## src/include/dcache_consts.svh

```systemverilog
`ifndef DCACHE_CONSTS_SVH
`define DCACHE_CONSTS_SVH

// cache geometry
`define DC_ADDR_W          32
`define DC_WORD_W          32
`define DC_BYTES           4
`define DC_WAYS            4
`define DC_SETS            16
`define DC_WORDS_PER_LINE  4

// address fields, low to high: align, offset, index, tag
`define DC_ALIGN_BITS   ($clog2(`DC_BYTES))
`define DC_OFFSET_BITS  ($clog2(`DC_WORDS_PER_LINE))
`define DC_INDEX_BITS   ($clog2(`DC_SETS))
`define DC_WAY_BITS     ($clog2(`DC_WAYS))
`define DC_TAG_BITS     (`DC_ADDR_W - `DC_INDEX_BITS - `DC_OFFSET_BITS - `DC_ALIGN_BITS)

`endif

```

## src/dcache_pkg.sv

```systemverilog
`default_nettype none

`include "dcache_consts.svh"

package dcache_pkg;

    typedef logic [`DC_WORD_W-1:0]      word_t;
    typedef logic [`DC_BYTES-1:0]       strobe_t;
    typedef logic [`DC_TAG_BITS-1:0]    tag_t;
    typedef logic [`DC_INDEX_BITS-1:0]  index_t;
    typedef logic [`DC_OFFSET_BITS-1:0] offset_t;
    typedef logic [`DC_WAY_BITS-1:0]    way_t;

    // word address inside the data array
    typedef struct packed {
        way_t    way;
        index_t  index;
        offset_t offset;
    } data_addr_t;

    typedef struct packed {
        logic valid;
        logic dirty;
        tag_t tag;
    } meta_entry_t;

    typedef meta_entry_t [`DC_WAYS-1:0] meta_set_t;

    typedef logic [`DC_WAYS-2:0] plru_t;

    typedef enum logic [1:0] {
        IDLE,
        WRITEBACK,
        REFILL
    } ctrl_state_t;

endpackage

`default_nettype wire

```

## src/miss_controller.sv

```systemverilog
`timescale 1ns/1ps
`default_nettype none

`include "dcache_consts.svh"

module miss_controller (
    input  logic                    clk,
    input  logic                    resetn,
    input  logic                    req_valid,
    input  logic                    req_write,
    input  dcache_pkg::strobe_t     req_strobe,
    input  dcache_pkg::word_t       req_wdata,
    output logic                    req_ready,
    input  dcache_pkg::index_t      index,
    input  dcache_pkg::offset_t     offset,
    input  dcache_pkg::tag_t        tag,
    input  logic                    hit,
    input  dcache_pkg::way_t        hit_way,
    input  dcache_pkg::meta_set_t   meta,
    input  dcache_pkg::way_t        victim,
    input  logic                    resp_free,
    output logic                    meta_we,
    output dcache_pkg::meta_set_t   meta_wdata,
    output dcache_pkg::data_addr_t  data_addr,
    output logic                    data_we,
    output dcache_pkg::word_t       data_wdata,
    input  dcache_pkg::word_t       data_rdata,
    output logic                    plru_touch,
    output dcache_pkg::way_t        plru_way,
    output logic                    hit_accept,
    output dcache_pkg::word_t       hit_word,
    output logic                    mem_req_valid,
    output logic                    mem_req_write,
    output logic [`DC_ADDR_W-1:0]   mem_req_addr,
    output dcache_pkg::word_t       mem_wdata,
    input  logic                    mem_ready,
    input  logic                    mem_last,
    input  dcache_pkg::word_t       mem_rdata
);

    function automatic dcache_pkg::word_t merge_bytes(
        input dcache_pkg::word_t   old_word,
        input dcache_pkg::word_t   new_word,
        input dcache_pkg::strobe_t strobe
    );
        dcache_pkg::word_t result;
        result = old_word;
        for (int b = 0; b < `DC_BYTES; b++) begin
            if (strobe[b]) begin
                result[8*b +: 8] = new_word[8*b +: 8];
            end
        end
        return result;
    endfunction

    dcache_pkg::ctrl_state_t state;
    dcache_pkg::offset_t     beat;
    dcache_pkg::way_t        fill_way;
    dcache_pkg::word_t       merged;
    dcache_pkg::tag_t        line_tag;
    logic                    idle;
    logic                    miss;
    logic                    burst_done;
    logic                    store_hit;

    assign idle       = (state == dcache_pkg::IDLE);
    assign req_ready  = idle && hit && resp_free;
    assign hit_accept = req_valid && req_ready;
    assign store_hit  = hit_accept && req_write;
    assign miss       = idle && req_valid && !hit;
    assign burst_done = mem_ready && mem_last;

    assign merged     = merge_bytes(data_rdata, req_wdata, req_strobe);
    assign hit_word   = req_write ? merged : data_rdata;
    assign plru_touch = hit_accept;
    assign plru_way   = hit_way;

    // idle serves the hit word, otherwise the current beat of the victim line
    always_comb begin
        data_addr.index = index;
        if (idle) begin
            data_addr.way    = hit_way;
            data_addr.offset = offset;
        end else begin
            data_addr.way    = fill_way;
            data_addr.offset = beat;
        end
    end

    assign data_we    = idle ? store_hit : ((state == dcache_pkg::REFILL) && mem_ready);
    assign data_wdata = idle ? merged : mem_rdata;

    always_comb begin
        meta_wdata = meta;
        if (idle) begin
            meta_wdata[hit_way].dirty = 1'b1;
        end else begin
            meta_wdata[fill_way].valid = 1'b1;
            meta_wdata[fill_way].dirty = 1'b0;
            meta_wdata[fill_way].tag   = tag;
        end
    end

    assign meta_we = idle ? store_hit : ((state == dcache_pkg::REFILL) && burst_done);

    // writeback goes out under the victim's old tag
    assign line_tag      = (state == dcache_pkg::WRITEBACK) ? meta[fill_way].tag : tag;
    assign mem_req_valid = !idle;
    assign mem_req_write = (state == dcache_pkg::WRITEBACK);
    assign mem_req_addr  = {line_tag, index, {(`DC_OFFSET_BITS + `DC_ALIGN_BITS){1'b0}}};
    assign mem_wdata     = data_rdata;

    always_ff @(posedge clk) begin
        if (resetn) begin
            state <= dcache_pkg::IDLE;
            beat  <= '0;
        end else begin
            if (!idle && mem_ready) begin
                beat <= burst_done ? '0 : beat + 1'b1;
            end
            unique case (state)
                dcache_pkg::IDLE: begin
                    if (miss) begin
                        state <= (meta[victim].valid && meta[victim].dirty) ?
                                 dcache_pkg::WRITEBACK : dcache_pkg::REFILL;
                    end
                end
                dcache_pkg::WRITEBACK: begin
                    if (burst_done) begin
                        state <= dcache_pkg::REFILL;
                    end
                end
                dcache_pkg::REFILL: begin
                    if (burst_done) begin
                        state <= dcache_pkg::IDLE;
                    end
                end
                default: begin
                    state <= dcache_pkg::IDLE;
                end
            endcase
        end
    end

    // victim way held for the whole miss
    always_ff @(posedge clk) begin
        if (miss) begin
            fill_way <= victim;
        end
    end

endmodule

`default_nettype wire

```

## config.mk

```make
export PLATFORM = sky130hd
export DESIGN_NAME = miss_controller
export DESIGN_NICKNAME = d
export VERILOG_FILES = /design/src/dcache_pkg.sv /design/src/miss_controller.sv
export VERILOG_INCLUDE_DIRS = /design/src /design/src/include
export SDC_FILE = /design/constraint.sdc
export NUM_CORES = 1
export LEC_CHECK = 0
export ABC_AREA = 1
export BUFFER_PORTS_ARGS = -buffer_cell sky130_fd_sc_hd__buf_4
export CORE_AREA = 2 2 192 194
export CTS_BUF_LIST = sky130_fd_sc_hd__clkbuf_8
export CTS_CLUSTER_SIZE = 30
export DETAILED_ROUTE_END_ITERATION = 10
export DIE_AREA = 0 0 194 196
export SYNTH_ARGS = -nofsm -noshare
export SYNTH_HDL_FRONTEND = slang
export SYNTH_SLANG_ARGS = --single-unit
```

## constraint.sdc

```tcl
create_clock -name clk -period 2.65 [get_ports clk]
set_input_delay 0.53 -clock clk [delete_from_list [all_inputs] [get_ports clk]]
set_output_delay 0.53 -clock clk [all_outputs]
set_load 0.03 [all_outputs]
```

==> metrics.md <==
| Metric | Value |
|---|---|
| Fin nets | `1,383` |
| TritonCTS Sinks | `6` |
| First-pass GRT wire length | `35,850 microns` |
| Worst Max-Slew Pin Slew | `535.9 ps` |
| Post-synthesis simple-gate area fraction | `37.13%` |
| Final Wtd Congestion | `0.9379` |
| DRC | `0` |
| Max Clk Rate | `385.7 MHz` |
| Worst setup EP type | `output port` |
| Vias in the first global route | `5,724` |
| Ys async rst share | `0%` |
| Via count | `6,476` |
| Post-synthesis compound-gate area fraction | `29.93%` |
| Die Span X | `194 microns` |
| RSZ-0062 raised after global routing | `true` |
| CTS tree | `yes` |
| Hold slack | `454.5 ps` |
| Worst-path fanout max | `6` |
| Root Buffer | `clkbuf_8` |
| FILL cells | `4,114` |
| Gr ovfl total | `0` |
| Share of post-route cells with drive strength above 1 | `45.77%` |
| Xor and xnor fraction of the mapped netlist area | `0%` |
| CP arrival | `2060 ps` |
| Dominant cell type by area after synthesis | `nand2_1` |
| Most frequent cell after synthesis | `nand2_1` |
| Most area-consuming cells after synthesis | `nand2_1, o21ai_0, buf_4` |
| Synth top area share | `29.93%` |
| DR pass1 iterations | `5` |
| Hold_sp | `beat[1]$_SDFFE_PP0P_` |
| Final WL | `25,740 microns` |
| Count of standard-cell rows | `70` |
| 1st-iter DRT viols | `413` |
| Post-synthesis sequential area ratio | `3.879%` |
| Run status | `complete, no violations` |
| Io pins | `495` |
| I/O Buffers | `478` |
| Data required, critical path | `2120 ps` |
| Initial antenna violation count | `1` |
| Final Setup Violations | `0` |
| Synth Area in Adders | `0%` |
| Clk_lat worst skew | `230 ps` |
| Final Cycle Share | `97.83%` |
| Largest family of logic cells by synthesized area | `simple AND/OR/NAND/NOR gates` |
| Yosys reg bits | `6` |
| Overall Global Routing Usage | `12.00%` |
| Initial Util | `10.01%` |
| FF-to-FF Start | `state[1]$_SDFFE_PP0P_` |
| CTS max path bufs | `2` |
| Final Critical Period | `2593 ps` |
| Final Skew | `6.461 ps` |
| Diodes inserted | `0` |
| CTS H-tree lvls | `1` |
| YS warnings | `0` |
| VDD IR-drop max | `0.2886 mV` |
| Total Die Area | `38,020 sq um` |
| Pin count of the biggest net entering global routing | `73` |
| Syn_area_per_cell | `4.989 sq um` |
| Clock slew at the register clock pins of the worst setup and hold paths | `40 ps` |
| DPL Wire Length | `21,440 microns` |
| Leak pwr | `4.001 nW` |
| Via/cell ratio | `4.037` |
| Final core occ | `21.05%` |
| Worst R2R Setup Slack | `1090 ps` |
| Max cap viols | `0` |
| Number of synthesized flops with an enable pin | `2` |
| CP Launch Point | `fill_way[1]$_DFFE_PP_` |
| Top FF cell, synth | `dfxtp_1` |
| Min-delay worst type | `reg2reg` |
| Netlist cell types | `27` |
| Max-slew headroom | `63.90%` |
| Mux contribution to synthesized area | `8.867%` |
| Area Growth Syn to Fin | `110.3%` |
| Post-Syn Instances | `724` |
| Die Ht | `196 microns` |
| Post-synth top cells | `nand2_1, o21ai_0, buf_4` |
| CTS buffer count | `3` |
| CORE AREA | `36,080 sq um` |
| Class of the most critical setup path | `reg2out` |
| Startpoint types | `flip-flop` |
| Final Hold Viols | `0` |
| ANT nets after route | `0` |
| Post-synthesis cell area | `3612 sq um` |
| Drt wl/cell | `16.05 microns` |
| Pwr Density | `403.0 nW/um^2` |
| Final slew viol count | `0` |
## path summary, 6_finish.rpt
check | endpoint | cells past startpoint
worst max-delay path | mem_req_addr[11] | 5
worst min-delay path | beat[1]$_SDFFE_PP0P_ | 2
worst max register to register | fill_way[1]$_DFFE_PP_ | 4
worst min register to register | beat[1]$_SDFFE_PP0P_ | 2
## through the flow
step	setup slack (ps)	total power, W	std cells	TNS (ps)	cell area (sq um)
after floorplan	129.6	0.001683	727	0	3623
after global placement	248.3	0.002900	1600	0	7540
after CTS	33.44	0.003063	1604	0	7589
final	57.42	0.003062	1604	0	7597
after global routing	-2.497	0.003221	1604	-2.497	7597
after detailed placement	219.2	0.002908	1600	0	7540
## registers in the layout (all words and copies together) (netlist names)
name,cells
state,2
fill_way,2
beat,2
## final cells by class
type	instances	area [sq um]	share of cell area (%)
clock buffers	3	41.29	0.5435
flip-flops and latches	6	140.1	1.845
well taps	468	585.6	7.708
multi-input cells	582	2794	36.78
clock inverters	1	3.754	0.04941
inverters	42	160.2	2.108
repair buffers	502	3872	50.97
## logic make-up after synthesis
family                 count (synthesis)
buffers and inverters                139
other                                  1
and+or+nand+nor                      339
AOI/OAI and AO/OA                    207
muxes                                 32
DFF                                    6
## critical path, cell delays in order, from the launching register on
cell      delay (ps)
edfxtp_1         490
inv_1             90
nor2_2           400
nand2_1          110
a41oi_1          480
buf_4            250
## cell usage in the layout (no fill, tap or decap), drive strengths merged
cell type  synthesis  final
clkinv             2      2
clkbuf            26      3
o31ai              1      1
nand4             16     16
nand3              6      6
nand2            288    288
nor2              23     23
a41oi              8      8
dfxtp              4      4
o21a               3      3
mux2i             32     32
a21oi             11     11
o21bai             1      1
nor3               3      3
inv               40     41
o21ai            182    182
conb               1      4
or2                1      1
buf               71    502
edfxtp             2      2
a22oi              1      1
nor3b              2      2
## layer usage
layer  global-route usage (%)  vias up  share of wire (%)
met5                        0        -              0.051
met4                    1.712        2                1.2
met3                    1.977       29                8.7
met2                    19.77      361                 47
met1                    16.74     2912                 43
li1                         -     3172                  -
## repair_timing
action | CTS | global route
setup buffers | 0 | 0
gates resized for setup | 1 | 4
setup endpoints to repair | 1 | 18
hold buffers | 0 | 0
pin swaps | 0 | 0
## power by group
part / internal [W] / leakage [nW] / total [W] / switching (W)
logic: 0.00102 / 3.92 / 0.00280 / 0.00177
registers: 0.000105 / 0.0512 / 0.000118 / 0.0000129
clock network: 0.000100 / 0.0269 / 0.000146 / 0.0000458
total: 0.00123 / 4.00 / 0.00306 / 0.00183
No activity file was read; power rests on OpenSTA's default activity.
