File: src/include/dcache_consts.svh
`ifndef DCACHE_CONSTS_SVH
`define DCACHE_CONSTS_SVH

// cache geometry
`define DC_ADDR_W          32
`define DC_WORD_W          32
`define DC_BYTES           4
`define DC_WAYS            4
`define DC_SETS            16
`define DC_WORDS_PER_LINE  4

// address fields, low to high: align, offset, index, tag
`define DC_ALIGN_BITS   ($clog2(`DC_BYTES))
`define DC_OFFSET_BITS  ($clog2(`DC_WORDS_PER_LINE))
`define DC_INDEX_BITS   ($clog2(`DC_SETS))
`define DC_WAY_BITS     ($clog2(`DC_WAYS))
`define DC_TAG_BITS     (`DC_ADDR_W - `DC_INDEX_BITS - `DC_OFFSET_BITS - `DC_ALIGN_BITS)

`endif

File: src/dcache_pkg.sv
`default_nettype none

`include "dcache_consts.svh"

package dcache_pkg;

    typedef logic [`DC_WORD_W-1:0]      word_t;
    typedef logic [`DC_BYTES-1:0]       strobe_t;
    typedef logic [`DC_TAG_BITS-1:0]    tag_t;
    typedef logic [`DC_INDEX_BITS-1:0]  index_t;
    typedef logic [`DC_OFFSET_BITS-1:0] offset_t;
    typedef logic [`DC_WAY_BITS-1:0]    way_t;

    // word address inside the data array
    typedef struct packed {
        way_t    way;
        index_t  index;
        offset_t offset;
    } data_addr_t;

    typedef struct packed {
        logic valid;
        logic dirty;
        tag_t tag;
    } meta_entry_t;

    typedef meta_entry_t [`DC_WAYS-1:0] meta_set_t;

    typedef logic [`DC_WAYS-2:0] plru_t;

    typedef enum logic [1:0] {
        IDLE,
        WRITEBACK,
        REFILL
    } ctrl_state_t;

endpackage

`default_nettype wire

File: src/tag_lookup.sv
`timescale 1ns/1ps
`default_nettype none

`include "dcache_consts.svh"

module tag_lookup (
    input  logic [`DC_ADDR_W-1:0] req_addr,
    input  dcache_pkg::meta_set_t meta,
    output dcache_pkg::index_t    index,
    output dcache_pkg::offset_t   offset,
    output dcache_pkg::tag_t      tag,
    output logic                  hit,
    output dcache_pkg::way_t      hit_way,
    output logic [`DC_WAYS-1:0]   valid_ways
);

    localparam int OFFSET_LSB = `DC_ALIGN_BITS;
    localparam int INDEX_LSB  = OFFSET_LSB + `DC_OFFSET_BITS;
    localparam int TAG_LSB    = INDEX_LSB + `DC_INDEX_BITS;

    logic [`DC_WAYS-1:0] match;

    // byte-in-word bits are not needed here
    assign offset = req_addr[OFFSET_LSB +: `DC_OFFSET_BITS];
    assign index  = req_addr[INDEX_LSB +: `DC_INDEX_BITS];
    assign tag    = req_addr[TAG_LSB +: `DC_TAG_BITS];

    always_comb begin
        for (int w = 0; w < `DC_WAYS; w++) begin
            valid_ways[w] = meta[w].valid;
            match[w]      = meta[w].valid && (meta[w].tag == tag);
        end
    end

    assign hit = |match;

    // at most one way matches, so or-ing the indices encodes it
    always_comb begin
        hit_way = '0;
        for (int w = 0; w < `DC_WAYS; w++) begin
            if (match[w]) begin
                hit_way = hit_way | dcache_pkg::way_t'(w);
            end
        end
    end

endmodule

`default_nettype wire
File: config.mk
export PLATFORM = sky130hd
export DESIGN_NAME = tag_lookup
export DESIGN_NICKNAME = d
export VERILOG_FILES = /design/src/dcache_pkg.sv /design/src/tag_lookup.sv
export VERILOG_INCLUDE_DIRS = /design/src /design/src/include
export SDC_FILE = /design/constraint.sdc
export NUM_CORES = 1
export LEC_CHECK = 0
export ABC_CLOCK_PERIOD_IN_PS = 1000
export BUFFER_PORTS_ARGS = -buffer_cell sky130_fd_sc_hd__buf_2
export CELL_PAD_IN_SITES_DETAIL_PLACEMENT = 2
export CELL_PAD_IN_SITES_GLOBAL_PLACEMENT = 2
export CORE_UTILIZATION = 14
export DETAILED_ROUTE_END_ITERATION = 16
export PLACE_DENSITY = 0.91
export RECOVER_POWER = 50
export SLEW_MARGIN = 20
export SYNTH_ARGS = -nofsm -noshare
export SYNTH_HDL_FRONTEND = slang
export SYNTH_SLANG_ARGS = --single-unit
export TNS_END_PERCENT = 1
File: constraint.sdc
create_clock -name vclk -period 1
set_clock_uncertainty 0.1 [all_clocks]
set_input_delay 0 -clock vclk [all_inputs]
set_output_delay 0 -clock vclk [all_outputs]
set_load 0.05 [all_outputs]
==> results of run 1 <==
through the flow:
step                util [%]  total power [mW]  hold slack (ps)  TNS (ps)  setup WS, ps
floorplan                  -             0.714             67.1      -592          -237
global placement        24.5              1.13            -99.6     -1490          -543
detailed placement      24.5              1.17            -99.6     -1930          -673
CTS                     28.4              1.37              204     -1180          -405
global route            28.8              1.47              222     -1520          -526
finish                  28.8              1.37              217     -1180          -415
power groups by stage:
stage | Clock [mW] | Sequential, mW | Combinational [mW]
floorplan | 0 | 0 | 0.714
global placement | 0 | 0 | 1.13
detailed placement | 0 | 0 | 1.17
CTS | 0 | 0 | 1.37
global route | 0 | 0 | 1.47
finish | 0 | 0 | 1.37
metal layers:
metal | wire (um) | part of all wire [%] | GRT usage, %
met5 | 0 | 0 | 0
met4 | 97 | 1.3 | 1.70
met3 | 544 | 7.2 | 3.16
met2 | 4120 | 55 | 29.5
met1 | 2780 | 37 | 16.3
final cells by class:
type	instances	area, sq um	area share (%)
Tap cell	129	161	6.07
Multi-Input combinational cell	135	1270	47.6
Timing Repair Buffer	196	1230	46.3
critical path: stages:
cell and delay (ps):
buf_2 150, xnor2_1 200, nand4_1 180, nor4_1 270, nand4_1 170, nand4_1 150
buf_6 170
cells by family after synthesis:
family	Yosys count	share of synthesized area, %
AND/OR/NAND/NOR	39	16.8
buffers and inverters	36	20.3
XOR/XNOR	96	62.9
synth_stat cells:
master	instances	area [sq um]
clkbuf_2	1	5.00
xor2_1	44	385
nor3_1	4	20.0
nand2_1	6	22.5
buf_4	34	255
nand4_1	17	106
xnor2_1	52	455
buf_6	1	11.3
nor4_1	12	75.1
repair_timing:
action	4_1_cts	5_1_grt
pin swaps	29	4
resized for setup	55	5
setup buffers	2	1
endpoints found under the setup margin	3	3
hold buffers	6	0
endpoints found under the hold margin	6	0
path summary, 6_finish.rpt:
check             depth (start not counted)     end  slack, ps    startpoint
setup / recovery                          7     hit       -420  req_addr[17]
hold / removal                            2  tag[0]        220   req_addr[8]
==> impl_metrics.ini, run 1 <==
[pwr]
power.share.sequential_pct = 0
clk_pwr_share_pct = 0
power_per_cell_area_nw_per_um2 = 515
worst_ir_drop_vdd_mv = 0.178
power_report.internal_total_mw = 0.646
power.share.switching_pct = 52.9
static-leakage-power_nw = 1.31
share_comb_of_total_power_pct = 100.0
p_sw_mw = 0.725

[yosys]
synthesis.area_sq_um = 1340
synth_nets = 307
yosys_warnings = 0
ys_seq_area_share_pct = 0
ys_types = 9
syn_area_per_cell_sq_um = 7.81
synthesis.instances = 171

[timing]
rsz0062_at_grt = yes
number_of_max_slew_violations_in_the_final_report = 0
max_slew.worst_pin.slew_ps = 594
hold_violations = 0
achievable-frequency_ghz = 0.707
setup_ws_ps = -415
slew_headroom_pct = 60.6
timing.final.crit_period_ps = 1420
min_period_over_period_pct = 142
timing.final.setup_violations = 3

[worst_setup_path]
cp_data_required_time_ps = 900
critPathCaptureType = output port
critPathMaxFanout = 5
startpoint_type = primary input
timing.critical_path.arrival_ps = 1320
setup.worst_path.class = in2out

[final_layout]
final.fill_count = 1106
nets = 469
layout.cell_area.non_filler_sq_um = 2660
layout.cells.most_common = buf_2
final_layout_size_suffix_gt1_share_pct = 64.0
clockBufferCount = 0
final_cell_mix = 133 x buf_2, 44 x xor2_1, 33 x buf_4
seq_cells = 0
num_antenna_cells = 0
ff_latch_area_sq_um = 0
area_growth_syn_to_layout_pct = 99.1
final_non_filler_cells = 460

[placement]
gp_congestion = 0.760
place.detailed.hpwl_mm = 6.80
place.detailed.instances = 451
port_buffers = 155
standard_cell_area_after_detailed_placement_sq_um = 2260

[drt]
drt_first_pass_iters = 4
average_wire_per_cell_in_the_routed_design_um = 16.4
via_count = 1770
viasPerCell = 3.85
finalWirelength_mm = 7.54
route.antenna.remaining_nets = 0
remaining_drc_errors = 0
detailedRoute.firstIterationViolations = 8

[grt]
wire_length_of_the_first_global_routing_pass_mm = 11.3
global_route_usage_over_all_layers_pct = 14.8
grt_pass1_vias = 2081
antenna_found_initial = 1
grt_max_degree = 6
globalRoute.totalOverflow = 0

[die]
placeableCoreArea_sq_um = 9240
io-pin-count = 173
dieArea_sq_um = 9940
die_width_um = 99.7
die_h_um = 99.7
fp-row-count = 35
initial_utilization_pct = 14.5

[worst_hold_path]
worst_hold_path_type = in2out

[outcome]
run_status = finished with violations
violations = negative setup slack

[job]
maxCapViolations = 0
(Power assumes the default switching activity.)
==> inputs of run 2 (changes only) <==
--- a/config.mk
+++ b/config.mk
@@ -6,13 +6,15 @@
 export SDC_FILE = /design/constraint.sdc
 export NUM_CORES = 1
 export LEC_CHECK = 0
+export ABC_AREA = 1
 export ABC_CLOCK_PERIOD_IN_PS = 1000
 export BUFFER_PORTS_ARGS = -buffer_cell sky130_fd_sc_hd__buf_2
+export CAP_MARGIN = 0
 export CELL_PAD_IN_SITES_DETAIL_PLACEMENT = 2
 export CELL_PAD_IN_SITES_GLOBAL_PLACEMENT = 2
-export CORE_UTILIZATION = 14
+export CORE_UTILIZATION = 15
 export DETAILED_ROUTE_END_ITERATION = 16
-export PLACE_DENSITY = 0.91
+export PLACE_DENSITY = 0.93
 export RECOVER_POWER = 50
 export SLEW_MARGIN = 20
 export SYNTH_ARGS = -nofsm -noshare
==> run 2 against run 1 <==
  * The run still ends with negative setup slack left
  * Final area rose by 15%
  * Critical path depth grew 1
  * Wire length is 31% higher
  * Synthesized cell count up 140%
  * Final cell count grew 56%
  * Total power increased by 5.5%
  * Combinational power up 6%
  * First-iteration DRC count rose to 8.1 times the previous value
  * Sequential share of layout area is the same
  * Critical endpoint is now hit_way[1]
==> impl_metrics.ini, run 2 <==
[yosys]
ys_types = 18
syn_area_per_cell_sq_um = 4.58
synth_nets = 547
synth_top_cells_by_count = 185 x nand2_1, 60 x inv_1, 52 x nor2_1
ys_seq_area_share_pct = 0
synthDominantAreaCellType = nand2_1
synth_xor_area_share_pct = 13.5
synthTopCellsByArea = nand2_1 37%, buf_4 14%, inv_1 12%, xnor2_1 11%, nor2_1 10%
netlist.area_leader.share_pct = 36.9
synthMuxAreaShare_pct = 0
synthesis.area_sq_um = 1880
post_synth_fa_ha_maj_area_fraction_pct = 0
synthesis.instances = 411
synth_top_family_by_area = simple AND/OR/NAND/NOR gates
yosys_warnings = 0
yosysMostFrequentCell = nand2_1
synth_compound_area_share_pct = 6.32
synth_simple_gate_area_share_pct = 50.9

[placement]
port_buffers = 155
place.detailed.instances = 711
place.detailed.hpwl_mm = 9.19
gp_congestion = 0.789
pre_cts_slack_ps = -402

[worst_setup_path]
cp_data_required_time_ps = 900
timing.critical_path.arrival_ps = 1130
setup.worst_path.class = in2out
critPathCaptureType = output port
cpLargestDelayFamily = simple AND/OR/NAND/NOR gates
slowest_cell_on_crit_path = o211ai_1
path_buf_inv = 3
critical_path_max_stage_delay_ps = 260
critPathMaxFanout = 4
crit_top_cell = buf_4
crit_chain = buf_4, buf_4, o211ai_1, nor2_1, nand2_1, nor2_2, or2_1, buf_6
startpoint_type = primary input

[timing]
min_period_over_period_pct = 123
hold_violations = 0
achievable-frequency_ghz = 0.810
timing.final.crit_period_ps = 1230
timing.final.setup_violations = 3
slew_headroom_pct = 65.6
setup_ws_ps = -234
rsz0062_at_grt = yes
number_of_max_slew_violations_in_the_final_report = 0
max_slew.worst_pin.slew_ps = 514

[final_layout]
final_cell_mix = 170 x nand2_1, 133 x buf_2, 56 x inv_1
final.fill_count = 1603
num_antenna_cells = 0
nets = 688
ff_latch_area_sq_um = 0
clockBufferCount = 0
seq_cells = 0
area_growth_syn_to_layout_pct = 62.0
final_layout_size_suffix_gt1_share_pct = 41.6
post-route-util_pct = 25.2
layout.cells.most_common = nand2_1
final_non_filler_cells = 718

[job]
maxCapViolations = 0

[drt]
via_count = 2854
remaining_drc_errors = 0
route.antenna.remaining_nets = 0
finalWirelength_mm = 9.89
detailedRoute.firstIterationViolations = 65
drt_first_pass_iters = 4
average_wire_per_cell_in_the_routed_design_um = 13.8
viasPerCell = 3.97

[grt]
grt_pass1_vias = 3050
grt_max_degree = 8
antenna_found_initial = 0
global_route_usage_over_all_layers_pct = 14.8
globalRoute.totalOverflow = 0
wire_length_of_the_first_global_routing_pass_mm = 14.9

[die]
dieArea_sq_um = 13000
die_h_um = 114
die_width_um = 114
io-pin-count = 173
placeableCoreArea_sq_um = 12100
fp-row-count = 40
initial_utilization_pct = 15.5

[pwr]
static-leakage-power_nw = 1.84
power_per_cell_area_nw_per_um2 = 474
worst_ir_drop_vdd_mv = 0.151
post-layout-total-power_mw = 1.45

[outcome]
violations = negative setup slack
run_status = finished with violations

[worst_hold_path]
worst_hold_path_type = in2out
==> run 2: repair_timing <==
action,4_1_cts,5_1_grt
endpoints found under the setup margin,3,3
endpoints found under the hold margin,6,0
hold buffers,6,0
resized for setup,50,46
setup buffers,1,0
pin swaps,29,34
==> run 2: final timing paths <==
path / from / end / slack, ps / cells past startpoint
setup / recovery: req_addr[13] / hit_way[1] / -230 / 8
hold / removal: req_addr[10] / tag[2] / 210 / 2
==> run 2: metrics by stage <==
stage                     setup TNS [ps]  instance area, sq um  hold slack, ps
after global routing                -946                  3050             210
after CTS                           -694                  2920             203
after global placement             -1080                  2720           -99.7
final                               -657                  3050             206
after floorplan                     -268                  1880            67.1
after detailed placement           -1130                  2720           -99.7
==> run 2: layout make-up <==
class / instances / area (sq um) / share of cell area, %
timing repair buffer: 176 / 1090 / 35.6
multi-input combinational: 299 / 1450 / 47.4
tap: 168 / 210 / 6.90
inverter: 75 / 307 / 10.1
==> run 2: power breakdown <==
group          total (mW)  leakage [nW]  switching (mW)  internal, mW
clock network           0             0               0             0
registers               0             0               0             0
logic                1.45          1.84           0.871         0.575
total                1.45          1.84           0.871         0.575
==> run 2: metal layers <==
metal | GRT usage [%] | routed length, um
met5 | 0 | 0
met1 | 16.8 | 4140
met4 | 0.433 | 34
met2 | 30.6 | 5230
met3 | 1.33 | 484
==> run 2: kinds of logic after synthesis <==
kind of cell           Yosys count
buffers and inverters          112
AO/OA/AOI/OAI                   21
AND/OR/NAND/NOR                249
XOR/XNOR                        29
