### src/include/dcache_consts.svh
`ifndef DCACHE_CONSTS_SVH
`define DCACHE_CONSTS_SVH

// cache geometry
`define DC_ADDR_W          32
`define DC_WORD_W          32
`define DC_BYTES           4
`define DC_WAYS            4
`define DC_SETS            16
`define DC_WORDS_PER_LINE  4

// address fields, low to high: align, offset, index, tag
`define DC_ALIGN_BITS   ($clog2(`DC_BYTES))
`define DC_OFFSET_BITS  ($clog2(`DC_WORDS_PER_LINE))
`define DC_INDEX_BITS   ($clog2(`DC_SETS))
`define DC_WAY_BITS     ($clog2(`DC_WAYS))
`define DC_TAG_BITS     (`DC_ADDR_W - `DC_INDEX_BITS - `DC_OFFSET_BITS - `DC_ALIGN_BITS)

`endif

### src/dcache_pkg.sv
`default_nettype none

`include "dcache_consts.svh"

package dcache_pkg;

    typedef logic [`DC_WORD_W-1:0]      word_t;
    typedef logic [`DC_BYTES-1:0]       strobe_t;
    typedef logic [`DC_TAG_BITS-1:0]    tag_t;
    typedef logic [`DC_INDEX_BITS-1:0]  index_t;
    typedef logic [`DC_OFFSET_BITS-1:0] offset_t;
    typedef logic [`DC_WAY_BITS-1:0]    way_t;

    // word address inside the data array
    typedef struct packed {
        way_t    way;
        index_t  index;
        offset_t offset;
    } data_addr_t;

    typedef struct packed {
        logic valid;
        logic dirty;
        tag_t tag;
    } meta_entry_t;

    typedef meta_entry_t [`DC_WAYS-1:0] meta_set_t;

    typedef logic [`DC_WAYS-2:0] plru_t;

    typedef enum logic [1:0] {
        IDLE,
        WRITEBACK,
        REFILL
    } ctrl_state_t;

endpackage

`default_nettype wire

### src/dcache_response.sv
`timescale 1ns/1ps
`default_nettype none

module dcache_response (
    input  logic              clk,
    input  logic              resetn,
    input  logic              hit_accept,
    input  dcache_pkg::word_t hit_word,
    output logic              resp_valid,
    output dcache_pkg::word_t resp_rdata,
    input  logic              resp_ready,
    output logic              resp_free
);

    dcache_pkg::word_t held_word;

    // empty, or draining this cycle
    assign resp_free  = !resp_valid || resp_ready;
    assign resp_rdata = held_word;

    always_ff @(posedge clk) begin
        if (resetn) begin
            resp_valid <= 1'b0;
        end else if (hit_accept) begin
            resp_valid <= 1'b1;
        end else if (resp_ready) begin
            resp_valid <= 1'b0;
        end
    end

    always_ff @(posedge clk) begin
        if (hit_accept) begin
            held_word <= hit_word;
        end
    end

endmodule

`default_nettype wire

### config.mk
export PLATFORM = sky130hd
export DESIGN_NAME = dcache_response
export DESIGN_NICKNAME = d
export VERILOG_FILES = /design/src/dcache_pkg.sv /design/src/dcache_response.sv
export VERILOG_INCLUDE_DIRS = /design/src /design/src/include
export SDC_FILE = /design/constraint.sdc
export NUM_CORES = 1
export LEC_CHECK = 0
export ABC_AREA = 1
export BUFFER_PORTS_ARGS = -buffer_cell sky130_fd_sc_hd__buf_2
export CAP_MARGIN = 40
export CORE_MARGIN = 2
export CORE_UTILIZATION = 41
export CTS_BUF_LIST = sky130_fd_sc_hd__clkbuf_4
export CTS_CLUSTER_SIZE = 28
export DETAILED_ROUTE_END_ITERATION = 7
export GPL_TIMING_DRIVEN = 0
export PLACE_DENSITY = 0.77
export REMOVE_ABC_BUFFERS = 1
export SYNTH_ARGS = -nofsm -noshare
export SYNTH_HDL_FRONTEND = slang
export SYNTH_SLANG_ARGS = --single-unit
export TNS_END_PERCENT = 50
### constraint.sdc
create_clock -name clk -period 0.8 [get_ports clk]
set_input_delay 0.12 -clock clk [delete_from_list [all_inputs] [get_ports clk]]
set_output_delay 0.12 -clock clk [all_outputs]
set_load 0.1 [all_outputs]
==> metrics.yaml, run 1 <==
status:
  status: "finished, violations left"
  violations: "negative setup slack"
floorplanning:
  dieArea_um2: 2860
  ios: 70
  initial_core_util_pct: 44.5
  coreArea_um2: 2250
  die_h_um: 53.5
  fp.dieW_um: 53.5
  rows: 17
clock_network:
  clk_latency_ns: 0.32
  cts_tree: "built"
  clockBufferDepth: 2
  cts_setup_buffers: 0
  cts.reportedPaths.clkPinSlew_ns: 0.10
  htree_levels: 2
  numCtsBuffers: 5
  cts.sinks: 33
  cts-root-buf: "clkbuf_4"
route:
  drtIter0Drc: 10
  via_per_inst: 4.54
  drc_errors: 0
  via_count: 794
  wirelength_um: 3260
  drt-pass1-iter-count: 3
  ant_nets: 0
  routedWlPerCell_um: 18.6
synth:
  postSynthCellCount: 37
  synth_top_cell_by_area: "edfxtp_1"
  synth.yosys.seq_area_share_pct: 97.8
  yosysUniqueCellTypes: 5
  synth_seq_cells: 33
  synth_top_area_share_pct: 95.8
  synth.avg_cell_area_um2: 27.1
  synth_area_um2: 1000
  yosys_warnings: 0
  synth.area.top_cells: "edfxtp_1 96%, dfxtp_1 2.0%, a21oi_2 0.87%"
setup_path:
  critPathSlowestCell: "edfxtp_1"
  critPathBufInv: 1
  path_cells: "buf_6"
  startpoint_type: "flip-flop"
  endpoint_kind: "output pin"
  cpPeakStageDelay_ns: 0.44
  path_class: "flip-flop to output pin"
  critPathMaxFanout: 1
  critPathTopFamily: "flip-flops"
  required_ns: 0.68
  critPathArrivalTime_ns: 0.98
global_route:
  grt_max_degree: 34
  gr-usage-all-layers_pct: 25.7
  grt_pass1_vias: 836
  grt_overflow: 0
  antenna_found_initial: 0
  grt_pass1_wl_um: 4510
sta:
  fin_crit_sh_pct: 138
  fmax_mhz: 906
  hold_viol: 0
  clock_skew_ns: 0
  layout_min_cycle_time_ns: 1.10
  final-max-slew-violation-count: 0
  finalSetupViolations: 34
  rsz0062_at_grt: "yes"
  slew_headroom_pct: 54.1
  worst_slew_pin_slew_ns: 0.689
  setup_ws_ns: -0.304
pwr:
  total_power_mw: 4.66
  ir_worst_vdd_uv: 1730
  leakagePower_nw: 0.868
  p_per_area_nw_per_um2: 2320
layout:
  drive_above_1_share_pct: 54.4
  n_antenna_cell: 0
  layoutNonFillerInstCount: 175
  nets: 182
  area_delta_synth_final_pct: 101
placed_design:
  gp_congestion: 0.520
  port-buffer-count: 69
  dp_slack_ns: -0.272
  dpl.hpwl_um: 1490
  dp_cells: 134
worst_hold_path:
  hold_class: "input port to flip-flop"
flow_run:
  cap_violations: 0
==> registers in the layout (all words and copies together) (netlist names) <==
register,count
resp_rdata,32
resp_valid,1
==> cells in the mapped netlist (all sizes together) <==
master  count
edfxtp     32
dfxtp       1
nand2       1
inv         2
a21oi       1
==> cells in the final DEF (no fill, tap or decap), drive strengths merged <==
cell,count
clkbuf,8
buf,69
dlygate4sd3,33
nand2,1
a21oi,1
dfxtp,1
inv,2
edfxtp,32
==> layout make-up <==
cell class              count  area (um^2)
flip-flops and latches     33          985
repair buffers            102          906
fillers                    91          241
clock buffers               8         60.1
well taps                  28         35.0
multi-input cells           2         20.0
inverters                   2         7.51
==> path summary, 6_finish.rpt <==
kind / startpoint / to / slack, ns / depth (start not counted)
worst max-delay path: resp_rdata[25]$_DFFE_PP_ / resp_rdata[25] / -0.30 / 1
worst min register to register: resp_valid$_SDFFE_PP0P_ / resp_valid$_SDFFE_PP0P_ / 0.51 / 2
worst min-delay path: resp_ready / resp_valid$_SDFFE_PP0P_ / 0.08 / 4
worst max register to register: resp_valid$_SDFFE_PP0P_ / resp_valid$_SDFFE_PP0P_ / 0.19 / 2
==> routing by layer <==
layer | track usage [%] | part of all wire [%] | up-vias | wire length, um
li1 | - | - | 365 | -
met1 | 27.8 | 38 | 364 | 1230
met2 | 41.4 | 50 | 56 | 1640
met3 | 13.8 | 10 | 9 | 333
met4 | 11.1 | 1.8 | 0 | 59
met5 | 0 | 0 | - | 0
==> logic make-up (layout without fill, tap and decap cells) <==
group / Yosys count / after routing / synth area share (%)
AO/OA/AOI/OAI: 1 / 1 / 0.873
flip-flops: 33 / 33 / 97.8
AND/OR/NAND/NOR: 1 / 1 / 0.624
buffers and inverters: 2 / 112 / 0.748
==> per-stage QoR <==
stage | utilization [%] | hold slack [ns] | instance area, um^2 | setup TNS, ns
2_1_floorplan | - | 0.182 | 1000 | -9.29
3_3_place_gp | 61.4 | 0.279 | 1380 | -8.78
3_5_place_dp | 61.4 | 0.294 | 1380 | -10.50
4_1_cts | 89.0 | 0.0753 | 2010 | -8.34
5_1_grt | 89.3 | 0.0488 | 2010 | -10.25
6_report | 89.3 | 0.0758 | 2010 | -8.53
==> timing repair <==
| action | 4_1_cts | 5_1_grt |
|---|---|---|
| gates cloned | 0 | 0 |
| pin swaps | 1 | 0 |
| hold buffers | 33 | 0 |
| hold endpoints to repair | 33 | 0 |
| endpoints found under the setup margin | 34 | 34 |
| resized for setup | 73 | 2 |
==> power by group <==
part           internal, mW  switching [mW]
Combinational         0.428            1.13
Clock                 0.452           0.524
Sequential             2.05          0.0761
Note: power is estimated with default switching activity, not from simulation.
==> inputs of run 2 (changes only) <==
- CORE_ASPECT_RATIO: unset -> 2
- CORE_UTILIZATION: 41 -> 37
- PLACE_DENSITY: 0.77 -> 0.73
- TNS_END_PERCENT: 50 -> unset
- clock period: 0.8 -> 0.9 ns (I/O delays scaled with it)
==> run 2 against run 1 <==
  * Non-clock buffer count up 1
  * Core utilization down 11 points
  * Die area up 11%
  * Clock skew unchanged
  * Worst hold slack better by 0.12 ns
  * Critical path type unchanged
  * Highest routed layer unchanged
  * Global-route usage down 6.5 points
  * The flow still finishes with violations (negative setup slack)
  * Sequential share of layout area down 0.15 points
  * Final cell count up 0.57%
==> metrics.yaml, run 2 (synthesis gave the netlist of run 1 again) <==
route:
  drc_errors: 0  # unchanged
  drt-pass1-iter-count: 2  # was 3
  routedWlPerCell_um: 14.7  # was 18.6 um
  via_count: 743  # was 794
  via_per_inst: 4.22  # was 4.54
  drtIter0Drc: 16  # was 10
  ant_nets: 0  # unchanged
  wirelength_um: 2590  # was 3260 um
layout:
  largest_reg_flops: 32  # unchanged
  seq_area_um2: 985  # unchanged
  fillCellCount: 158  # was 91
  drive_above_1_share_pct: 54.7  # was 54.4%
  final_common_cell: "buf_2"  # unchanged
  nets: 183  # was 182
  layout_common_cells: "35 x buf_2, 33 x dlygate4sd3_1, 32 x edfxtp_1"  # was 35 x buf_2, 33 x dlygate4sd3_1, 32 x buf_6, 32 x edfxtp_1, 8 x clkbuf_4
  area_delta_synth_final_pct: 101  # about the same
  utilization_pct: 78.6  # was 89.3%
  multi_input_area_um2: 20.0  # unchanged
  layoutNonFillerInstCount: 176  # was 175
  n_antenna_cell: 0  # unchanged
sta:
  fin_crit_sh_pct: 120
  setup_tns_ns: -5.44  # was -8.53 ns
  hold-worst-slack_ns: 0.192  # was 0.0758 ns
  rsz0062_at_grt: "yes"  # unchanged
  worst_slew_pin_slew_ns: 0.703  # was 0.689 ns
  clock_skew_ns: 0  # unchanged
  fmax_mhz: 925
  hold_viol: 0  # unchanged
  layout_min_cycle_time_ns: 1.08
  final-max-slew-violation-count: 0  # unchanged
  finalSetupViolations: 34  # unchanged
  setup_ws_ns: -0.182  # was -0.304 ns
  slew_headroom_pct: 53.2  # was 54.1%
floorplanning:
  fp.dieW_um: 40.8  # was 53.5 um
  ios: 70  # unchanged
  coreArea_um2: 2570  # was 2250 um^2
  die_h_um: 77.7  # was 53.5 um
  rows: 26  # was 17
  initial_core_util_pct: 39.0  # was 44.5%
  dieArea_um2: 3170  # was 2860 um^2
pwr:
  total_power_mw: 4.04  # was 4.66 mW
  power_frac_comb_pct: 34.1  # was 33.5%
  p_per_area_nw_per_um2: 2000  # was 2320 nW/um^2
  sw_frac_of_total_pct: 37.4  # was 37.2%
  p_sw_mw: 1.51  # was 1.73 mW
  leakagePower_nw: 0.872  # was 0.868 nW
  pwr-share-clk_pct: 19.4  # was 20.9%
  ir_worst_vdd_uv: 1470  # was 1730 uV
  p_seq_share_pct: 46.5  # was 45.6%
  internal_power_mw: 2.53  # was 2.93 mW
setup_path:
  cpPeakStageDelay_ns: 0.41  # was 0.44 ns
  reg2reg_to: "resp_valid$_SDFFE_PP0P_"  # unchanged
  r2r_cells: 3  # was 2
  critPathArrivalTime_ns: 0.95  # was 0.98 ns
  rrSetupSlack_ns: 0.16  # was 0.19 ns
  required_ns: 0.76  # was 0.68 ns
  critPathBufInv: 1  # unchanged
  critPathMaxFanout: 1  # unchanged
  endpoint_kind: "output pin"  # unchanged
  crit_cells: 1  # unchanged
  critPathSlowestCell: "edfxtp_1"  # unchanged
  path_class: "flip-flop to output pin"  # unchanged
  critPathTopFamily: "flip-flops"  # unchanged
  r2r_start: "resp_valid$_SDFFE_PP0P_"  # unchanged
  startpoint: "resp_rdata[17]$_DFFE_PP_"  # was resp_rdata[25]$_DFFE_PP_
  path_cells: "buf_6"  # unchanged
  cp-endpoint: "resp_rdata[17]"  # was resp_rdata[25]
  startpoint_type: "flip-flop"  # unchanged
global_route:
  grt_pass1_wl_um: 3750  # was 4510 um
  gr-usage-all-layers_pct: 19.2  # was 25.7%
  grt_pass1_vias: 810  # was 836
  antenna_found_initial: 0  # unchanged
  grt_max_degree: 34  # unchanged
  grt_overflow: 0  # unchanged
placed_design:
  dpl.hpwl_um: 1550  # was 1490 um
  gp_congestion: 0.610  # was 0.520
  dp_cells: 134  # unchanged
  port-buffer-count: 69  # unchanged
clock_network:
  cts.reportedPaths.clkPinSlew_ns: 0.10  # about the same
  cts.sinks: 33  # unchanged
  clk_latency_ns: 0.33  # was 0.32 ns
  numCtsBuffers: 5  # unchanged
  cts-root-buf: "clkbuf_4"  # unchanged
  htree_levels: 2  # unchanged
  cts_tree: "built"  # unchanged
  clockBufferDepth: 2  # unchanged
worst_hold_path:
  hold_class: "input port to flip-flop"  # unchanged
status:
  violations: "negative setup slack"  # unchanged
  status: "finished, violations left"  # unchanged
flow_run:
  cap_violations: 0  # unchanged
==> run 2: cell types whose count changed in the layout (fill, tap and decap cells not counted) <==
cell	previous run	this run
buf_4	0	1
buf_6	32	31
buf_8	0	1
clkbuf_4	8	6
clkinv_2	0	2
==> run 2: layout make-up <==
class,instances,area share [%]
Tap cell,28,1.73
Inverter,2,0.372
Clock buffer,6,2.23
Sequential cell,33,48.8
Timing Repair Buffer,103,45.4
Clock inverter,2,0.496
Multi-Input combinational cell,2,0.991
==> run 2: layer usage <==
layer | up-vias | GRT usage [%] | share of wire, %
met4 | 0 | 11.3 | 2.2
met2 | 39 | 33.9 | 64
met1 | 335 | 15.7 | 27
met5 | - | 0 | 0
li1 | 363 | - | -
met3 | 6 | 6.29 | 6.8
==> run 2: timing repair <==
item                                    in CTS  in global routing
setup buffers                                0                  1
hold endpoints to repair                    33                  0
resized for setup                           73                  3
hold buffers                                33                  0
pin swaps                                    0                  1
endpoints found under the setup margin      34                 34
gates cloned                                 0                  0
==> run 2: power by group through the flow <==
stage / Sequential, mW / Clock [mW] / Combinational [mW]
finish: 1.88 / 0.784 / 1.38
global route: 1.89 / 0.903 / 1.41
CTS: 1.88 / 0.807 / 1.37
detailed placement: 1.88 / 0 / 1.10
global placement: 1.88 / 0 / 1.09
floorplan: 2.75 / 0 / 0.0222
==> run 2: stage by stage <==
stage,worst slack [ns],instance area [um^2]
floorplan,-0.919,1000
global placement,-0.136,1380
detailed placement,-0.176,1380
CTS,-0.201,2000
global route,-0.238,2020
finish,-0.182,2020
==> run 2: how the worst min path moves through the flow <==
stage,startpoint,endpoint,slack [ns],cells past startpoint
after floorplan,resetn,resp_valid$_SDFFE_PP0P_,0.20,1
after global placement,resetn,resp_valid$_SDFFE_PP0P_,0.29,2
after detailed placement,resetn,resp_valid$_SDFFE_PP0P_,0.31,2
after CTS,resp_ready,resp_valid$_SDFFE_PP0P_,0.08,4
after global routing,resp_ready,resp_valid$_SDFFE_PP0P_,0.19,5
final,resp_ready,resp_valid$_SDFFE_PP0P_,0.19,5
==> run 2: worst reg2reg max path: stages (launching register included) <==
cell and delay (ns):
dfxtp_4 0.38, nand2_4 0.06, buf_4 0.13, a21oi_2 0.11
