<file path="src/include/dcache_consts.svh">
`ifndef DCACHE_CONSTS_SVH
`define DCACHE_CONSTS_SVH

// cache geometry
`define DC_ADDR_W          32
`define DC_WORD_W          32
`define DC_BYTES           4
`define DC_WAYS            4
`define DC_SETS            16
`define DC_WORDS_PER_LINE  4

// address fields, low to high: align, offset, index, tag
`define DC_ALIGN_BITS   ($clog2(`DC_BYTES))
`define DC_OFFSET_BITS  ($clog2(`DC_WORDS_PER_LINE))
`define DC_INDEX_BITS   ($clog2(`DC_SETS))
`define DC_WAY_BITS     ($clog2(`DC_WAYS))
`define DC_TAG_BITS     (`DC_ADDR_W - `DC_INDEX_BITS - `DC_OFFSET_BITS - `DC_ALIGN_BITS)

`endif

</file>
<file path="src/dcache_pkg.sv">
`default_nettype none

`include "dcache_consts.svh"

package dcache_pkg;

    typedef logic [`DC_WORD_W-1:0]      word_t;
    typedef logic [`DC_BYTES-1:0]       strobe_t;
    typedef logic [`DC_TAG_BITS-1:0]    tag_t;
    typedef logic [`DC_INDEX_BITS-1:0]  index_t;
    typedef logic [`DC_OFFSET_BITS-1:0] offset_t;
    typedef logic [`DC_WAY_BITS-1:0]    way_t;

    // word address inside the data array
    typedef struct packed {
        way_t    way;
        index_t  index;
        offset_t offset;
    } data_addr_t;

    typedef struct packed {
        logic valid;
        logic dirty;
        tag_t tag;
    } meta_entry_t;

    typedef meta_entry_t [`DC_WAYS-1:0] meta_set_t;

    typedef logic [`DC_WAYS-2:0] plru_t;

    typedef enum logic [1:0] {
        IDLE,
        WRITEBACK,
        REFILL
    } ctrl_state_t;

endpackage

`default_nettype wire

</file>
<file path="src/cache_ram.sv">
`timescale 1ns/1ps
`default_nettype none

module cache_ram #(
    parameter type entry_t = dcache_pkg::word_t,
    parameter int  DEPTH   = 16
) (
    input  logic                     clk,
    input  logic                     resetn,
    input  logic [$clog2(DEPTH)-1:0] raddr,
    input  logic [$clog2(DEPTH)-1:0] waddr,
    input  logic                     we,
    input  entry_t                   wdata,
    output entry_t                   rdata
);

    entry_t mem [DEPTH];

    // read is combinational
    assign rdata = mem[raddr];

    always_ff @(posedge clk) begin
        if (resetn) begin
            for (int i = 0; i < DEPTH; i++) begin
                mem[i] <= '0;
            end
        end else if (we) begin
            mem[waddr] <= wdata;
        end
    end

endmodule

`default_nettype wire

</file>
<file path="config.mk">
export PLATFORM = sky130hd
export DESIGN_NAME = cache_ram
export DESIGN_NICKNAME = d
export VERILOG_FILES = /design/src/dcache_pkg.sv /design/src/cache_ram.sv
export VERILOG_INCLUDE_DIRS = /design/src /design/src/include
export SDC_FILE = /design/constraint.sdc
export NUM_CORES = 1
export LEC_CHECK = 0
export ABC_CLOCK_PERIOD_IN_PS = 5200
export CORE_UTILIZATION = 45
export CTS_CLUSTER_SIZE = 30
export DETAILED_ROUTE_END_ITERATION = 8
export DONT_BUFFER_PORTS = 1
export GPL_TIMING_DRIVEN = 1
export HOLD_SLACK_MARGIN = 0.12
export PLACE_DENSITY = 0.58
export SYNTH_ARGS = -nofsm -noshare
export SYNTH_HDL_FRONTEND = slang
export SYNTH_SLANG_ARGS = --single-unit
</file>
<file path="constraint.sdc">
create_clock -name clk -period 5.2 [get_ports clk]
set_input_delay 0.26 -clock clk [delete_from_list [all_inputs] [get_ports clk]]
set_output_delay 0.26 -clock clk [all_outputs]
set_load 0.05 [all_outputs]
</file>
==> results.md, run 1 <==
* Status: complete, no violations
* Leakage at 8.66 nW
* First-pass GRT wire length at 82.3 mm
* Fillers at 4,135
* CTS Buffer Depth at 3
* Final max-slew violation count at 0
* CP max stage cell: a22oi_1
* Final Worst Setup Slack at 2.50 ns
* Post-synthesis sequential area ratio at 67.2%
* Total Power at 9.42 mW
* Std cell rows at 82
* Largest register FFs at 512
* Pwr dens at 370 mW/mm^2
* Clock-pin slew on the worst setup and hold paths at 0.06 ns
* CTS Buf Count at 54
* Placed instance area at 0.0234 mm^2
* Switching Fraction at 22.7%
* Unrepaired setup endpoints after global routing: false
* Internal power at 7.28 mW
* CP Launch Type: flop
* Vias in the first global route at 12,300
* Synth unique cells at 22
* Pre-antenna DRT Iters at 5
* Synthesized flop and latch total at 512
* CTS sink count at 512
* Wire length per cell at 26.5 um
* Worst Hold Class: primary input to flop
* Commonest non-fill, non-tap cell in the layout: edfxtp_1
* Synthesized area per cell at 16.2 um^2
* Min Tclk post-route at 2.70 ns
* Proportion of layout cells with a drive suffix above 1 at 19.3%
* Tcrit/Tclk final at 51.9%
* Max VDD drop at 0.287 mV
* Max-slew headroom at 32.5%
* Setup CP Type: flop to output pin
* 1st-iter DRT viols at 1,085
* HPWL Detailed at 31.9 mm
* Hold_ws at 0.280 ns
* H-tree Lvls at 2
* Critical path startpoint: mem[11][25]
* Number of max-cap violations at 0
* Placed Cells at 1,969
* Mapped cell area at 0.0229 mm^2
* GRT Util Overall at 22.5%
* Post-CTS Setup Inserts at 0
* Critical hold path startpoint: waddr[0]
* Clock share of power at 41.2%
* Final setup TNS at 0 ns
* Worst path arrival time at 2.44 ns
* Endpoints failing setup at 0
* Grt total ovfl at 0
* CP max FO at 1
* FF+latch area at 0.0154 mm^2
* Seq pwr share at 51.4%
* Die Span X at 228 um
* Syn. warnings at 0
* Slew @ Worst Pin at 1.01 ns
* Die outline height at 228 um
* Final GP Congestion at 0.736
* Initial Util at 45.6%
* Routed wire length at 55.8 mm
* Top Registers: mem: 512 flops
* Largest stage delay on the critical path at 0.51 ns
* CP Cell Sequence: mux4_2 -> a22oi_1 -> nand2_1
* Most frequent cells in the layout: edfxtp_1, and2_1, mux4_2, a22oi_1, clkbuf_16
* Top reg by flops: mem
* Net Switching at 2.14 mW
* Root Buffer: clkbuf_16
* Syn Nets at 1,459
* CTS tree: yes
* Pin count of the biggest net entering global routing at 129
* Initial antenna violation count at 10
* Via count at 11,700
* Core Region at 0.0502 mm^2
* Num ports at 75
* Final hold vios at 0
* Finished Core Util at 50.7%
* Hold endpoint: mem[4][26]
* Highest Clock Rate at 370 MHz
* Cell Count, Final, Fillers Out at 2,105
* Comb pwr share at 7.4%
* Setup WS pre-CTS at 2.36 ns
* Cell count of the worst hold path at 3
* Avg Vias per Cell at 5.53
* Die ar. at 0.0518 mm^2
* Final ANT Viol Nets at 0
* Multi-input gate area at 0.00712 mm^2
* DRC viols at 0
* Mapped Cells at 1,416
* Port-buffer cells at 0
* Design area at 0.0255 mm^2
* CP Capture Type: output pin
* Layout area overhead at 11.2%
* CP Data Required Time at 4.94 ns
* Nets at 1,428
[layer usage]
metal	wire (um)	track usage [%]	vias to the layer above
li1	-	-	5195
met1	24300	31.5	6057
met2	26300	35.7	319
met3	4150	5.46	74
met4	919	4.78	6
met5	40	0	-
[power by group through the flow]
stage / clock (mW) / combinational [mW] / sequential, mW
after floorplan: 0 / 0.530 / 4.89
after global placement: 0 / 0.612 / 4.92
after detailed placement: 0 / 0.617 / 4.93
after global routing: 4.09 / 0.732 / 4.86
after CTS: 3.95 / 0.704 / 4.85
final: 3.88 / 0.696 / 4.84
[kinds of logic after synthesis]
| group | count (synthesis) | share of synthesized area, % |
|---|---|---|
| multiplexers | 128 | 12.6 |
| flip-flops | 512 | 67.2 |
| AO/OA/AOI/OAI | 64 | 2.10 |
| buffers and inverters | 125 | 2.20 |
| AND/OR/NAND/NOR | 587 | 15.9 |
[how the worst max path moves through the flow]
stage | slack, ns | to | depth (start not counted)
floorplan | 3.22 | rdata[11] | 5
global placement | 2.38 | mem[11][8] | 3
detailed placement | 2.36 | mem[10][8] | 3
CTS | 2.52 | rdata[3] | 3
global route | 2.38 | rdata[3] | 3
finish | 2.50 | rdata[25] | 3
[synthesized netlist by cell type]
cell type | number | area share (%)
a22oi_1 | 64 | 2.1
and2_1 | 481 | 13
and2_2 | 32 | 1.0
buf_1 | 4 | 0.066
buf_2 | 16 | 0.35
buf_4 | 2 | 0.066
clkbuf_1 | 97 | 1.6
clkbuf_2 | 6 | 0.13
edfxtp_1 | 512 | 67
mux4_2 | 128 | 13
nand2_1 | 33 | 0.54
nand2b_1 | 2 | 0.055
nand4b_1 | 1 | 0.038
nand4bb_1 | 2 | 0.098
nor2_1 | 10 | 0.16
nor2_4 | 3 | 0.15
nor2b_1 | 2 | 0.055
nor3_1 | 2 | 0.044
nor3_2 | 1 | 0.044
nor3_4 | 1 | 0.071
or2_2 | 16 | 0.44
or4b_4 | 1 | 0.060
[final cells by class]
| cell class | count | area share, % |
|---|---|---|
| timing repair buffer | 38 | 1.43 |
| clock inverter | 38 | 1.38 |
| antenna | 4 | 0.0393 |
| sequential | 512 | 60.4 |
| clock buffer | 62 | 5.51 |
| multi-input combinational | 779 | 28.0 |
| tap | 672 | 3.30 |
[repair_timing]
item                      in CTS  in global routing
hold endpoints to repair     512                  0
gates resized for setup        0                  0
hold buffers                  32                  0
[worst max-delay path, delay by kind of cell, from the launching register on]
family	cells	cell delay [ns]
compound gates	1	0.51
flops	1	0.37
simple gates	1	0.49
mux	1	0.48
Note: power is estimated with default switching activity, not from simulation.
==> run 2: changes to the inputs <==
- ABC_CLOCK_PERIOD_IN_PS: 5200 -> 2200
- PLACE_DENSITY: 0.58 -> 0.6
- clock period: 5.2 -> 2.2 ns (I/O delays scaled with it)
==> run 2 against run 1 <==
  * Global-route usage rose by 0.92 points
  * Count of clock-buffer cells in the layout rose by 8
  * Combinational power rose to 2.5 times the previous value
  * Sequential cell count did not move
  * Clock power rose by 130%
  * Cell count rose by 2.6%
  * Die area did not move
  * Critical path depth rose by 1
  * Power rose by 130%
  * Non-clock buffer count rose by 55
  * Critical endpoint is now rdata[21]
  * Largest cell class unchanged
  * Largest power group unchanged
  * Highest routed layer unchanged
==> results.md, run 2 (synthesized netlist as in run 1, its figures left out) <==
* HPWL Detailed at 30.8 mm
* Largest stage delay on the critical path at 0.48 ns
* Via count at 12,200
* Number of max-cap violations at 0
* Final setup TNS at 0 ns
* Die ar. at 0.0518 mm^2
* Num ports at 75
* Met3 usage at 4.80%
* Vias in the first global route at 12,700
* Highest Clock Rate at 466 MHz
* DRC viols at 0
* Min Tclk post-route at 2.15 ns
* Status: complete, no violations
* Worst Hold Class: primary input to flop
* Largest register FFs at 512
* Max-slew headroom at 55.7%
* CTS sink count at 512
* Critical hold path startpoint: waddr[1]
* First-pass GRT wire length at 85.5 mm
* CP Capture Type: output pin
* CTS Buf Count at 55
* GRT Util Overall at 23.4%
* Wire length per cell at 27.0 um
* Final GP Congestion at 0.745
* Leakage at 8.97 nW
* Met2 Usage GRT at 36.8%
* Worst path arrival time at 2.04 ns
* Die outline height at 228 um
* FF+latch area at 0.0154 mm^2
* Nets at 1,484
* CTS tree: yes
* Most Crowded Layer GR: met2
* Top Registers: mem: 512 flops
* Setup WS pre-CTS at 0.469 ns
* Final hold vios at 0
* CP Cell Sequence: mux4_2 -> a22oi_2 -> nand2_2 -> buf_6
* Proportion of layout cells with a drive suffix above 1 at 24.1%
* CP max FO at 1
* Unrepaired setup endpoints after global routing: true
* CP max stage cell: mux4_2
* Core Region at 0.0502 mm^2
* Pre-antenna DRT Iters at 5
* Final Worst Setup Slack at 0.0540 ns
* Critical path startpoint: mem[11][21]
* Post-CTS Setup Inserts at 0
* CP Launch Type: flop
* Met1 Use GR at 32.9%
* Initial Util at 45.6%
* Most frequent cells in the layout: edfxtp_1, and2_1, mux4_2, a22oi_1, clkbuf_16
* Total Power at 22.0 mW
* Port-buffer cells at 0
* Clock-pin slew on the worst setup and hold paths at 0.06 ns
* Pwr dens at 844 mW/mm^2
* Max VDD drop at 0.619 mV
* Endpoints failing setup at 0
* 1st-iter DRT viols at 1,030
* Layout area overhead at 13.8%
* CP Data Required Time at 2.09 ns
* Pin count of the biggest net entering global routing at 129
* Avg Vias per Cell at 5.63
* Final ANT Viol Nets at 0
* CTS Buffer Depth at 3
* H-tree Lvls at 2
* Root Buffer: clkbuf_16
* Std cell rows at 82
* Routed wire length at 58.2 mm
* Die Span X at 228 um
* Initial antenna violation count at 4
* Slew @ Worst Pin at 0.663 ns
* Setup CP Type: flop to output pin
* Fillers at 4,059
* Grt total ovfl at 0
* Tcrit/Tclk final at 97.5%
* Multi-input gate area at 0.00720 mm^2
* Final max-slew violation count at 0
* Top reg by flops: mem
* Commonest non-fill, non-tap cell in the layout: edfxtp_1
[run 2: changes by cell type in the layout (fill, tap and decap cells not counted), moves of 4 or more]
cell,before,now
bufinv_16,7,3
dlygate4sd3_1,32,37
nand2_2,0,27
clkinv_1,20,16
clkbuf_1,7,13
buf_4,6,43
a22oi_2,0,4
a22oi_1,64,60
buf_12,0,12
nand2_1,33,5
[run 2: critical path: cells and delay by family (launching register included)]
kind            cells  cell delay (ns)
buf+inv             1             0.18
compound gates      1             0.30
simple gates        1             0.13
mux                 1             0.48
flops               1             0.35
[run 2: repair_timing]
| action | 4_1_cts | 5_1_grt |
|---|---|---|
| hold endpoints to repair | 966 | 0 |
| setup endpoints to repair | 21 | 11 |
| pin swaps | 3 | 1 |
| hold buffers | 37 | 0 |
| gates resized for setup | 25 | 9 |
[run 2: metrics by stage]
| stage | instance area, um^2 | utilization [%] | hold slack (ns) | instances |
|---|---|---|---|---|
| 2_1_floorplan | 22900 | - | 0.308 | 1416 |
| 3_3_place_gp | 23900 | 47.6 | 0.310 | 2019 |
| 3_5_place_dp | 23900 | 47.6 | 0.312 | 2019 |
| 4_1_cts | 26000 | 51.9 | 0.161 | 2158 |
| 5_1_grt | 26100 | 51.9 | 0.178 | 2159 |
| 6_report | 26100 | 51.9 | 0.192 | 2159 |
[run 2: routing by layer]
metal / share of wire, % / vias to the layer above
met5: 0.019 / -
met4: 2.4 / 2
met3: 8.2 / 94
met2: 47 / 452
met1: 42 / 6319
li1: - / 5295
[run 2: cell type report]
class / count / share of cell area (%)
tap: 672 / 3.23
clock inverter: 32 / 0.845
sequential: 512 / 59.0
multi-input combinational: 779 / 27.6
timing repair buffer: 93 / 3.62
antenna: 1 / 0.00960
clock buffer: 70 / 5.66
[run 2: path summary, 6_finish.rpt]
kind,endpoint,slack (ns),cells after the start
hold / removal,mem[4][17],0.19,3
setup / recovery,rdata[21],0.05,4
[run 2: power breakdown]
part	internal, mW	switching (mW)	leakage [nW]
registers	11.3	0.131	4.88
logic	0.654	1.11	3.26
clock network	5.06	3.76	0.829
==> run 3: changes to the inputs <==
- SETUP_SLACK_MARGIN: unset -> 0.3
==> run 3 against run 2 <==
  * Routed wire length increased by 0.44%
  * Sequential share of layout area down 0.82 points
  * Clock power barely moved
  * Power grew 0.66%
  * Maximum frequency about the same
  * Utilization up 0.73 points
  * Design area up 1.4%
  * Global-route usage grew 0.094 points
  * Via count grew 0.86%
  * Combinational power is 8% higher
  * Sequential power barely moved
  * Critical endpoint unchanged
  * Largest power group unchanged
  * Highest routed layer unchanged
==> results.md, run 3 (synthesized netlist as in run 1, its figures left out) <==
* Grt total ovfl at 0
* Commonest non-fill, non-tap cell in the layout: edfxtp_1
* Placed instance area at 0.0239 mm^2
* H-tree Lvls at 2
* Std cell rows at 82
* Layout area overhead at 15.4%
* Setup CP Type: flop to output pin
* DRC viols at 0
* CP max FO at 1
* CTS tree: yes
* Nets at 1,484
* Number of max-cap violations at 0
* Total Power at 22.1 mW
* Hold_ws at 0.192 ns
* Final max-slew violation count at 0
* Endpoints failing setup at 0
* CP Data Required Time at 2.09 ns
* Met1 Use GR at 33.1%
* Finished Core Util at 52.7%
* CTS Buf Count at 55
* Die outline height at 228 um
* Avg Vias per Cell at 5.68
* Tcrit/Tclk final at 97.5%
* Port-buffer cells at 0
* Worst Hold Class: primary input to flop
* GRT Util Overall at 23.5%
* Wire length per cell at 27.1 um
* Highest Clock Rate at 466 MHz
* Unrepaired setup endpoints after global routing: true
* Crit path max-delay family: multiplexers
* Die Span X at 228 um
* Core Region at 0.0502 mm^2
* Root Buffer: clkbuf_16
* Post-CTS Setup Inserts at 0
* CP bufs+invs at 1
* Setup WS pre-CTS at 0.469 ns
* Top Registers: mem: 512 flops
* Worst path arrival time at 2.04 ns
* Placed Cells at 2,019
* Pwr dens at 838 mW/mm^2
* Initial antenna violation count at 3
* Final hold vios at 0
* Slew @ Worst Pin at 0.807 ns
* CTS sink count at 512
* Largest register FFs at 512
* Final Worst Setup Slack at 0.0545 ns
* Vias in the first global route at 12,800
* Die ar. at 0.0518 mm^2
* Cell Count, Final, Fillers Out at 2,159
* Initial Util at 45.6%
* Clock-pin slew on the worst setup and hold paths at 0.06 ns
* Max-slew headroom at 46.1%
* Met2 Usage GRT at 37.1%
* Status: complete, no violations
* Proportion of layout cells with a drive suffix above 1 at 27.4%
* Most Crowded Layer GR: met2
* 1st-iter DRT viols at 1,078
* Routed wire length at 58.5 mm
* Min Tclk post-route at 2.15 ns
* Pre-antenna DRT Iters at 5
* Max VDD drop at 0.619 mV
* CP Capture Type: output pin
* CTS Buffer Depth at 3
* Most frequent cells in the layout: edfxtp_1, and2_1, mux4_2, clkbuf_16, a22oi_2
* Pin count of the biggest net entering global routing at 129
* HPWL Detailed at 30.8 mm
* Top reg by flops: mem
* CP max stage cell: mux4_2
* Worst path depth at 4
* CP Cell Sequence: mux4_2 -> a22oi_2 -> nand2_2 -> buf_6
* Final ANT Viol Nets at 0
* Via count at 12,300
* Met3 usage at 4.48%
* Final setup TNS at 0 ns
* Num ports at 75
* Cell count of the worst hold path at 3
* Leakage at 9.03 nW
* Largest stage delay on the critical path at 0.48 ns
* CP Launch Type: flop
* Final GP Congestion at 0.745
* First-pass GRT wire length at 85.9 mm
* Fillers at 4,017
* Design area at 0.0264 mm^2
[run 3: path summary, 6_finish.rpt]
kind / slack (ns) / from / to
min: 0.19 / waddr[1] / mem[4][17]
max: 0.05 / mem[11][21] / rdata[21]
[run 3: per-layer routing]
| metal | vias to the layer above | routed length [um] |
|---|---|---|
| met1 | 6467 | 25100 |
| met5 | - | 11 |
| met3 | 88 | 4130 |
| met2 | 410 | 27800 |
| li1 | 5299 | - |
| met4 | 2 | 1420 |
[run 3: worst min-delay path: stages]
cell,delay [ns]
nor3_2,0.03
buf_4,0.26
and2_1,0.21
[run 3: report_power, final]
group	switching (mW)	internal, mW	leakage [nW]	total (mW)
combinational	1.20	0.714	3.31	1.91
sequential	0.131	11.3	4.88	11.4
clock	3.76	5.06	0.829	8.82
total	5.09	17.0	9.03	22.1
[run 3: layout make-up]
class | count | area [um^2] | share of cell area (%)
multi-input cells | 779 | 7560 | 28.6
repair buffers | 93 | 948 | 3.59
flip-flops and latches | 512 | 15400 | 58.2
clock buffers | 70 | 1480 | 5.58
diodes | 1 | 2.50 | 0.00947
clock inverters | 32 | 220 | 0.833
well taps | 672 | 841 | 3.18
[run 3: timing repair]
item	4_1_cts	5_1_grt
endpoints found under the setup margin	32	32
pin swaps	51	14
endpoints found under the hold margin	966	0
gates resized for setup	98	11
hold buffers	37	0
